**src/hdl/oflow_pkg.sv**
```systemverilog
`default_nettype none

package oflow_pkg;

	// ----------------------------------------------------------
	// sizes
	// ----------------------------------------------------------
	localparam int PE_NUM    = 24;                 // lanes per set
	localparam int MEM_DEPTH = 256;                // boxes held for the previous frame
	localparam int LANE_W    = $clog2(PE_NUM);     // 5 bits to count 24 lanes

	typedef logic [7:0]        coord_t;            // box center or size
	typedef logic [7:0]        bbox_idx_t;         // memory index, also a box count
	typedef logic [3:0]        set_cnt_t;          // up to 11 sets, 256/24 rounded up
	typedef logic [9:0]        score_t;            // lower is a better match
	typedef logic [8:0]        metric_t;           // one partial metric, max 510
	typedef logic [LANE_W-1:0] lane_idx_t;         // lane number inside a set

	typedef logic [PE_NUM-1:0] lane_mask_t;        // one valid bit per lane
	typedef metric_t [PE_NUM-1:0] metric_vec_t;

	// ----------------------------------------------------------
	// structs
	// ----------------------------------------------------------
	typedef struct packed {
		coord_t x;                                 // center
		coord_t y;
		coord_t w;                                 // size
		coord_t h;
	} bbox_t;                                      // 32 bits

	typedef struct packed {
		bbox_t [PE_NUM-1:0] lanes;
		lane_mask_t         valid;
		bbox_idx_t          base;                  // memory index of lane 0
	} set_t;

	typedef struct packed {
		logic      found;
		bbox_idx_t idx;
		score_t    score;
	} match_t;

	// |a0-b0| + |a1-b1|, shared by both metric units
	function automatic metric_t l1_dist(coord_t a0, coord_t a1, coord_t b0, coord_t b1);
		coord_t d0;
		coord_t d1;
		d0 = (a0 > b0) ? a0 - b0 : b0 - a0;
		d1 = (a1 > b1) ? a1 - b1 : b1 - a1;
		return metric_t'(d0) + metric_t'(d1); // 255+255 still fits in 9 bits
	endfunction

endpackage

`default_nettype wire

```
**src/hdl/oflow_buffer_read.sv**
```systemverilog
`timescale 1ns/1ns
`default_nettype none

module oflow_buffer_read (
	input  logic                 clk,
	input  logic                 reset_N,
	input  logic                 start_read,           // one pulse per set
	input  oflow_pkg::set_cnt_t  set_index,
	input  oflow_pkg::bbox_idx_t num_of_bbox_in_frame,
	output oflow_pkg::bbox_idx_t rd_addr,              // to memory
	input  oflow_pkg::bbox_t     rd_data,              // one cycle after rd_addr
	output oflow_pkg::set_t      set,
	output logic                 done_read
);

	localparam oflow_pkg::lane_idx_t LAST_LANE = oflow_pkg::lane_idx_t'(oflow_pkg::PE_NUM - 1);

	oflow_pkg::bbox_idx_t base;        // index of lane 0
	oflow_pkg::lane_idx_t lane_cnt;    // next lane to issue after the first
	logic                 busy;
	logic                 issue_en;
	oflow_pkg::lane_idx_t issue_lane;
	logic                 cap_en;      // rd_data holds a lane this cycle
	oflow_pkg::lane_idx_t cap_lane;
	logic [8:0]           cap_pos;     // 9 bits, tail of set 10 runs past 255

	assign base = oflow_pkg::bbox_idx_t'(set_index * oflow_pkg::PE_NUM);

	// ----------------------------------------------------------
	// address side
	// ----------------------------------------------------------
	// lane 0 goes out with start_read itself so the memory latency overlaps
	assign issue_en   = start_read || busy;
	assign issue_lane = start_read ? '0 : lane_cnt;
	assign rd_addr    = base + oflow_pkg::bbox_idx_t'(issue_lane); // wraps only on invalid lanes

	always_ff @(posedge clk or negedge reset_N) begin
		if (!reset_N) begin
			busy     <= 1'b0;
			lane_cnt <= '0;
		end else if (start_read) begin
			busy     <= 1'b1;
			lane_cnt <= oflow_pkg::lane_idx_t'(1);
		end else if (busy) begin
			if (lane_cnt == LAST_LANE) busy <= 1'b0; // 24th address issued
			lane_cnt <= lane_cnt + 1'b1;
		end
	end

	// ----------------------------------------------------------
	// capture side, trails the address by one cycle
	// ----------------------------------------------------------
	always_ff @(posedge clk or negedge reset_N) begin
		if (!reset_N) begin
			cap_en    <= 1'b0;
			cap_lane  <= '0;
			done_read <= 1'b0;
		end else begin
			cap_en    <= issue_en;
			cap_lane  <= issue_lane;
			done_read <= cap_en && cap_lane == LAST_LANE; // set complete next cycle
		end
	end

	assign cap_pos = {1'b0, base} + 9'(cap_lane);

	always_ff @(posedge clk) begin
		if (start_read) set.base <= base;
		if (cap_en) begin
			set.lanes[cap_lane] <= rd_data;
			set.valid[cap_lane] <= cap_pos < {1'b0, num_of_bbox_in_frame}; // past frame end
		end
	end

endmodule

`default_nettype wire

```
**config.mk**
```make
export PLATFORM = sky130hd
export DESIGN_NAME = oflow_buffer_read
export DESIGN_NICKNAME = d
export VERILOG_FILES = /design/src/hdl/oflow_pkg.sv /design/src/hdl/oflow_buffer_read.sv
export SDC_FILE = /design/constraint.sdc
export NUM_CORES = 1
export LEC_CHECK = 0
export BUFFER_PORTS_ARGS = -buffer_cell sky130_fd_sc_hd__buf_2
export CORE_AREA = 2 2 331 333
export DETAILED_ROUTE_END_ITERATION = 12
export DIE_AREA = 0 0 333 335
export PLACE_DENSITY = 0.5
export SLEW_MARGIN = 20
export SYNTH_ARGS = -nofsm -noshare
export SYNTH_HDL_FRONTEND = slang
export SYNTH_SLANG_ARGS = --single-unit
```
**constraint.sdc**
```tcl
create_clock -name clk -period 3.6 [get_ports clk]
set_input_delay 0.72 -clock clk [delete_from_list [all_inputs] [get_ports clk]]
set_output_delay 0.72 -clock clk [all_outputs]
set_load 0.02 [all_outputs]
```
# Yosys cells after proc, flatten, opt, wreduce, memory -nomap -nowiden
# Cells that the tools add are included.
# classes
addsub	3
multipliers	1
order_cmp	3
eq_ne	2
muxes	12
reduce_logical	4
# op_table
op	count
768-bit bitwise mux	1
32-bit demux with 5-bit select	1
32-bit two-way mux	1
24-bit bitwise mux	1
5-bit two-way mux	3
5-bit == test (second input constant)	2
8-bit by 5-bit adder with 9-bit output	1
9-bit by 8-bit < comparator with 1-bit output	1
8-bit by 5-bit adder with 8-bit output	1
5-bit by 6-bit < comparator with 1-bit output (second input constant)	1
5-bit by 1-bit adder with 5-bit output (second input constant)	1
1-bit demux with 5-bit select	1
5-bit by 1-bit greater-or-equal comparator with 1-bit output (second input constant)	1
4-bit by 2-bit multiplier with 5-bit output (second input constant)	1
1-bit two-way mux	4
1-bit logical AND	2
2-bit nonzero test	1
1-bit logical OR	1
# word_totals
regBits	810
inputBits	47
out_inout_bits	809
elab_cells	128

# Logic depth before layout (Yosys ltp)
# Gate-level depths: netlist of the first run.
# depth
ltp_word	5
ltp_mapped	12
mapped_depth_nobuf	12

# Worst setup path before layout of the first run
# No wires, ideal clock.
# synth_timing
path_type	input -> register
startpoint	in set_index[0]
endpoint	reg set[10] (netlist name) (data pin)
setup_time_ns	0.325
arrival_ns	3.167
required_ns	3.275
slack_ns	0.108
cell_stages	12
n_path_buf	1
path_cell_list	ha_1 > inv_1 > fa_1 > clkbuf_1 > nor2_1 > nand2_1 > xnor2_1 > ha_1 > and4_1 > o21ai_0 > nor3_1 > a311oi_2
# synth_between
elab_chain_len	4
# synth_lines
item	line	rtl
from (decl)	oflow_buffer_read.sv:8	input oflow_pkg::set_cnt_t set_index,
4-bit by 2-bit multiplier with 5-bit output	oflow_buffer_read.sv:27	assign base = oflow_pkg::bbox_idx_t'(set_index * oflow_pkg::PE_NUM);
8-bit by 5-bit adder with 9-bit output	oflow_buffer_read.sv:65	assign cap_pos = {1'b0, base} + 9'(cap_lane);
9-bit by 8-bit < comparator with 1-bit output	oflow_buffer_read.sv:71	set.valid[cap_lane] <= cap_pos < {1'b0, num_of_bbox_in_frame};
24-bit bitwise mux	oflow_buffer_read.sv:71	
to (decl)	oflow_buffer_read.sv:12	output oflow_pkg::set_t set,
# No other way between the ends.
# A chain may end at the register's enable or synchronous reset.

# Worst setup path after layout of the first run
# layout_timing
startpoint	in set_index[0]
endpoint	out rd_addr[7]
# layout_between
elab_chain_len	2
# layout_lines
item	line	rtl
4-bit by 2-bit multiplier with 5-bit output	oflow_buffer_read.sv:27	
8-bit by 5-bit adder with 8-bit output	oflow_buffer_read.sv:35	assign rd_addr = base + oflow_pkg::bbox_idx_t'(issue_lane);
to (decl)	oflow_buffer_read.sv:10	output oflow_pkg::bbox_idx_t rd_addr,
# No other way between the ends.

==> results of run 1 <==
per-layer routing:
metal | GRT usage [%] | up-vias | routed length [um]
li1 | - | 5702 | -
met1 | 17.3 | 7026 | 32900
met2 | 23.8 | 749 | 40800
met3 | 4.71 | 152 | 7470
met4 | 5.55 | 0 | 2750
met5 | 0 | - | 0
per-stage QoR:
stage	worst slack (ns)	std cells
3_5_place_dp	0.0981	3238
3_3_place_gp	0.151	3238
4_1_cts	0.578	3394
5_1_grt	0.434	3394
2_1_floorplan	0.108	939
6_report	0.590	3397
area by class of cell:
cell class	instances	share of cell area (%)
Sequential cell	810	70.3
Multi-Input combinational cell	105	2.78
Antenna cell	3	0.0218
Tap cell	1414	5.13
Inverter	14	0.152
Timing Repair Buffer	896	13.4
Clock inverter	53	1.66
Clock buffer	102	6.53
state kept, by name, summed over array words and instances (netlist names):
signal	count
busy	1
cap_en	1
cap_lane	5
done_read	1
lane_cnt	5
set	797
worst max path at each step:
stage               slack (ns)    endpoint
floorplan                 0.11     set[10]
global placement          0.15     set[16]
detailed placement         0.1     set[27]
CTS                       0.58  rd_addr[5]
global route              0.43  rd_addr[7]
finish                    0.59  rd_addr[7]
kinds of logic (layout without fill, tap and decap cells):
group                    after synthesis  after routing
XOR/XNOR                              12             12
adder cells (fa/ha/maj)               18             18
AO/OA/AOI/OAI                         11             11
buffers and inverters                 24           1065
flip-flops                           810            810
AND/OR/NAND/NOR                       60             60
other                                  1              6
multiplexers                           1              1
critical path: stages:
cell	delay [ns]
buf_2	0.13
ha_1	0.21
inv_1	0.07
fa_1	0.52
nor2_1	0.20
nand2_1	0.09
xnor2_1	0.15
buf_2	0.19
placed cells by master (no fill, tap or decap), drive strengths merged, types with 3 or more instances in the layout:
cell type / netlist / routed
fa: 3 / 3
diode: 0 / 3
nor2: 35 / 35
nand2: 5 / 5
or3b: 3 / 3
nand3b: 4 / 4
xor2: 3 / 3
bufinv: 0 / 10
inv: 14 / 17
dfrtp: 13 / 13
ha: 15 / 15
xnor2: 9 / 9
conb: 1 / 3
buf: 7 / 895
a21oi: 5 / 5
clkbuf: 3 / 102
nor2b: 4 / 4
clkinv: 0 / 39
edfxtp: 797 / 797
power breakdown:
group | leakage (nW) | switching [mW] | internal, mW
Combinational | 4.00 | 0.647 | 0.182
Sequential | 7.38 | 0.0423 | 10.6
Clock | 1.39 | 3.62 | 5.20
Total | 12.8 | 4.31 | 15.9
==> reports/qor.txt, run 1 <==
Fin crit share: 83.6%
Clock transition at path regs: 0.06 ns
Worst r2r src: cap_lane[3]
Initial DRC count: 916
Root buf cell: clkbuf_16
Total power: 20.3 mW
RR Endpoint: set[28]
TNS Setup: 0 ns
Hold-fix buffers at CTS: 1
Seq cells post-synth: 810
HP Class: in2reg
H-tree levels: 3
Main synth FF type: edfxtp_1
Mux contribution to synthesized area: 0.0398%
Die width: 333 um
Pleak: 12.8 nW
Post-layout net count: 1976
Die H: 335 um
Detailed Routing Iterations Pass 1: 5
P&R area growth vs syn: 37.2%
Final setup violation count: 0
Worst EP arrival: 2.29 ns
Post-Synthesis Cells: 937
Num rows: 121
Total number of vias: 13600
CTS resizes: 0
Worst-Margin Slew: 0.913 ns
Seq/Total Area, Yosys: 96.5%
Syn Area/Cell: 26.8 um2
Hold endpoint: set[3]
Post-DR vias/cell: 4.01
Worst path required time: 2.88 ns
Main combinational cell family by area after synthesis: simple AND/OR/NAND/NOR gates
Post-CTS setup buffers: 0
Fraction of the mapped netlist area in compound gates: 0.388%
Core Area: 0.108 mm2
GRT Util Overall: 14.3%
PwrDens: 587 mW/mm2
Outcome: completed
Worst VDD drop: 410 uV
Num ports: 856
Tmin final: 3.01 ns
Final Hold Violating Endpoints: 0
Number of global-route vias before repair: 13800
Synthesized area: 0.0251 mm2
Layout cells sized above 1: 53.1%
Final Util: 31.9%
YS warnings: 0
TritonCTS buffer count: 84
HPWL Detailed: 56800 um
Cells taking the most area after synthesis: edfxtp_1 (95%), dfrtp_1 (1.3%), ha_1 (0.75%)
Clk Latency, worst-skew pair: 0.66 ns
Hold path depth: 1
Cell variety after synth: 33
Fillers: 10500
Worst Min Path Start: set_index[0]
Clock Sinks: 810
Type of origin of the critical path: input pin
Register area: 0.0243 mm2
Post-Synth Adder-Cell Area: 0.985%
CTS tree: built
Slew Limit Fails: 0
First-pass GRT wire length: 111000 um
Max Freq: 332 MHz
Area share of the largest cell type after synthesis: 95.2%
Clk buf depth: 3
Async S/R FF share, synth: 1.60%
Largest area contributor in the netlist: edfxtp_1
Largest net degree at the start of global routing: 34
Routed len/inst: 24.7 um
Setup CP Type: in2out
RSZ-0062 raised after global routing: false
Finished Cell Area: 0.0345 mm2
Simple-gate share of the synthesized area: 1.17%
Antenna violations before repair: 6
Routability cong.: 0.811
EDFF count, synth: 797
Total wire length: 84000 um
Slew HR: 39.1%
I/O Buffers: 852
CP Capture Type: output pin
Initial Util: 23.3%
Setup Skew: 0.0417 ns
Worst-path maximum fanout: 6
Total grt overflow: 0
Reg2reg setup slack: 0.91 ns
Hold_ws: 0.357 ns
Crit path from: set_index[0]
DIE AREA: 0.112 mm2
Number of remaining DRC errors: 0
Xor and xnor fraction of the mapped netlist area: 0.478%
Most common cell in the synthesized netlist: edfxtp_1
DP Area: 0.0317 mm2
Commonest cells in the netlist: edfxtp_1 (797), nor2_1 (35), ha_1 (15)
Reg2reg path depth: 10
Final ANT Viol Nets: 0
Max Cap Viol: 0
Area of the multi-input gates: 961 um2
Power figures use the tool's default switching activity.
==> run 2: changes to the inputs <==
PLACE_DENSITY = 0.52   (was 0.5)
clock period = 2.45 ns   (was 3.6 ns; I/O delays follow)
==> run 2 against run 1 <==
Net effect:
- clock-buffer cell count fell by 4
- via count rose by 0.73%
- critical path depth fell by 1
- hold slack got worse by 0.22 ns
- core utilization rose by 0.62 points
- the run now ends with negative setup slack left
- final area rose by 2.0%
- highest routed layer is now met5
- first-iteration DRC count rose by 9.5%
- power rose by 45%
- die area did not move
==> reports/qor.txt, run 2 (synthesized netlist as in run 1, its figures left out) <==
Detailed Routing Iterations Pass 1: 5
Type of origin of the critical path: flop
DIE AREA: 0.112 mm2
Sequential power share: 53.1%
Root buf cell: clkbuf_16
Pleak: 12.9 nW
First-pass GRT wire length: 110000 um
Clock transition at path regs: 0.06 ns
Initial Util: 23.3%
Worst VDD drop: 542 uV
Worst-path maximum fanout: 2
Most frequent cells in the layout: buf_2 (849), edfxtp_1 (797), clkbuf_16 (84), buf_4 (37), buf_12 (36)
PwrDens: 834 mW/mm2
Setup CP Type: reg2out
HPWL Detailed: 56300 um
Clk Latency, worst-skew pair: 0.67 ns
Worst-Margin Slew: 0.751 ns
Initial DRC count: 1003
Largest net degree at the start of global routing: 34
Number of global-route vias before repair: 13900
Total wire length: 83300 um
Fin crit share: 104%
P&R area growth vs syn: 39.9%
I/O Buffers: 852
Total grt overflow: 0
TNS Setup: -1.67 ns
Slowest cell on the critical path: dfrtp_1
Outcome: complete, but fails checks
RSZ-0062 raised after global routing: true
Layout cells sized above 1: 54.5%
Number of remaining DRC errors: 0
CP peak stage delay: 0.39 ns
CP cell instances: inv_2, nor2_4, ha_4, fa_2, nand2_2, xnor2_2, buf_4
Comb power frac: 4.7%
Final ANT Viol Nets: 0
Final setup violation count: 28
Max Cap Viol: 0
Max reg flops: 797
Die width: 333 um
Inst Count DP: 3260
H-tree levels: 3
Worst EP arrival: 2.05 ns
Failing checks: negative setup slack
Worst path required time: 1.96 ns
Clk network pwr share: 42.2%
NetSw: 6.35 mW
Num ports: 856
Non-filler instance count after layout: 3419
Total power: 29.3 mW
Fillers: 10400
Slew HR: 49.9%
CTS tree: built
Routed len/inst: 24.4 um
TritonCTS buffer count: 83
Switch share: 21.6%
Max Freq: 394 MHz
Most flops, register: set
Post-DR vias/cell: 4.02
Setup Skew: 0.0395 ns
Pint: 23.0 mW
Post-layout net count: 2005
Final setup margin: -0.0893 ns
Largest registers: set (797), cap_lane (5), lane_cnt (5)
GRT Util Overall: 14.2%
Slew Limit Fails: 0
Antenna violations before repair: 3
Routability cong.: 0.792
Clock Sinks: 810
Most common cell after layout, fill and taps aside: buf_2
Reg2reg setup slack: -0.07 ns
DP Worst Slack: -0.637 ns
Final Hold Violating Endpoints: 0
Clk buf depth: 3
Num rows: 121
Tmin final: 2.54 ns
Core Area: 0.108 mm2
HP Class: in2reg
CP Capture Type: output pin
Die H: 335 um
Total number of vias: 13700
[run 2: through the flow]
stage | hold WS [ns] | cell area (um2) | util, %
2_1_floorplan | 0.194 | 25300 | -
3_3_place_gp | 0.388 | 32300 | 29.9
3_5_place_dp | 0.395 | 32300 | 29.9
4_1_cts | 0.0653 | 35100 | 32.5
5_1_grt | 0.0906 | 35200 | 32.5
6_report | 0.138 | 35200 | 32.5
[run 2: worst paths after layout]
| path | startpoint | to | cells after the start |
|---|---|---|---|
| max | lane_cnt[3] | rd_addr[7] | 7 |
| min reg2reg | lane_cnt[3] | cap_lane[3] | 2 |
| max reg2reg | cap_lane[3] | set[9] | 11 |
| max in group asynchronous | reset_N | lane_cnt[0] | 2 |
| min in group asynchronous | reset_N | cap_lane[4] | 2 |
| min | start_read | cap_lane[3] | 2 |
[run 2: final cells by class]
cell class | count | area (um2) | area share (%)
sequential | 810 | 24300 | 68.9
clock inverter | 46 | 529 | 1.50
timing repair buffer | 926 | 5310 | 15.1
tap | 1414 | 1770 | 5.03
multi-input combinational | 105 | 1100 | 3.12
clock buffer | 98 | 2150 | 6.12
inverter | 14 | 52.6 | 0.149
antenna | 6 | 15.0 | 0.0427
[run 2: what timing repair did]
action / CTS / global route
buffers inserted: 5 / 2
hold buffers: 1 / 0
pin swaps: 6 / 8
setup endpoints to repair: 28 / 28
hold endpoints to repair: 13 / 0
gates resized for setup: 20 / 4
cloned: 1 / 0
[run 2: routing by layer]
metal	vias up	wire [um]	global-route usage, %
li1	5746	-	-
met1	7048	30900	16.3
met2	780	42800	24.7
met3	151	7210	4.41
met4	4	2410	5.55
met5	-	27	0
[run 2: power by group through the flow]
stage | Clock, mW | Combinational (mW) | Sequential (mW)
after floorplan | 0 | 0.295 | 16.1
after global placement | 0 | 1.32 | 15.9
after detailed placement | 0 | 1.35 | 15.9
after CTS | 12.7 | 1.40 | 15.6
after global routing | 13.2 | 1.47 | 15.6
final | 12.4 | 1.38 | 15.6
[run 2: critical path: cells and delay by family (launching register included)]
kind	cells	cell delay [ns]
buf+inv	2	0.25
fa+ha+maj	2	0.53
xor+xnor	1	0.11
flops	1	0.39
simple gates	2	0.14
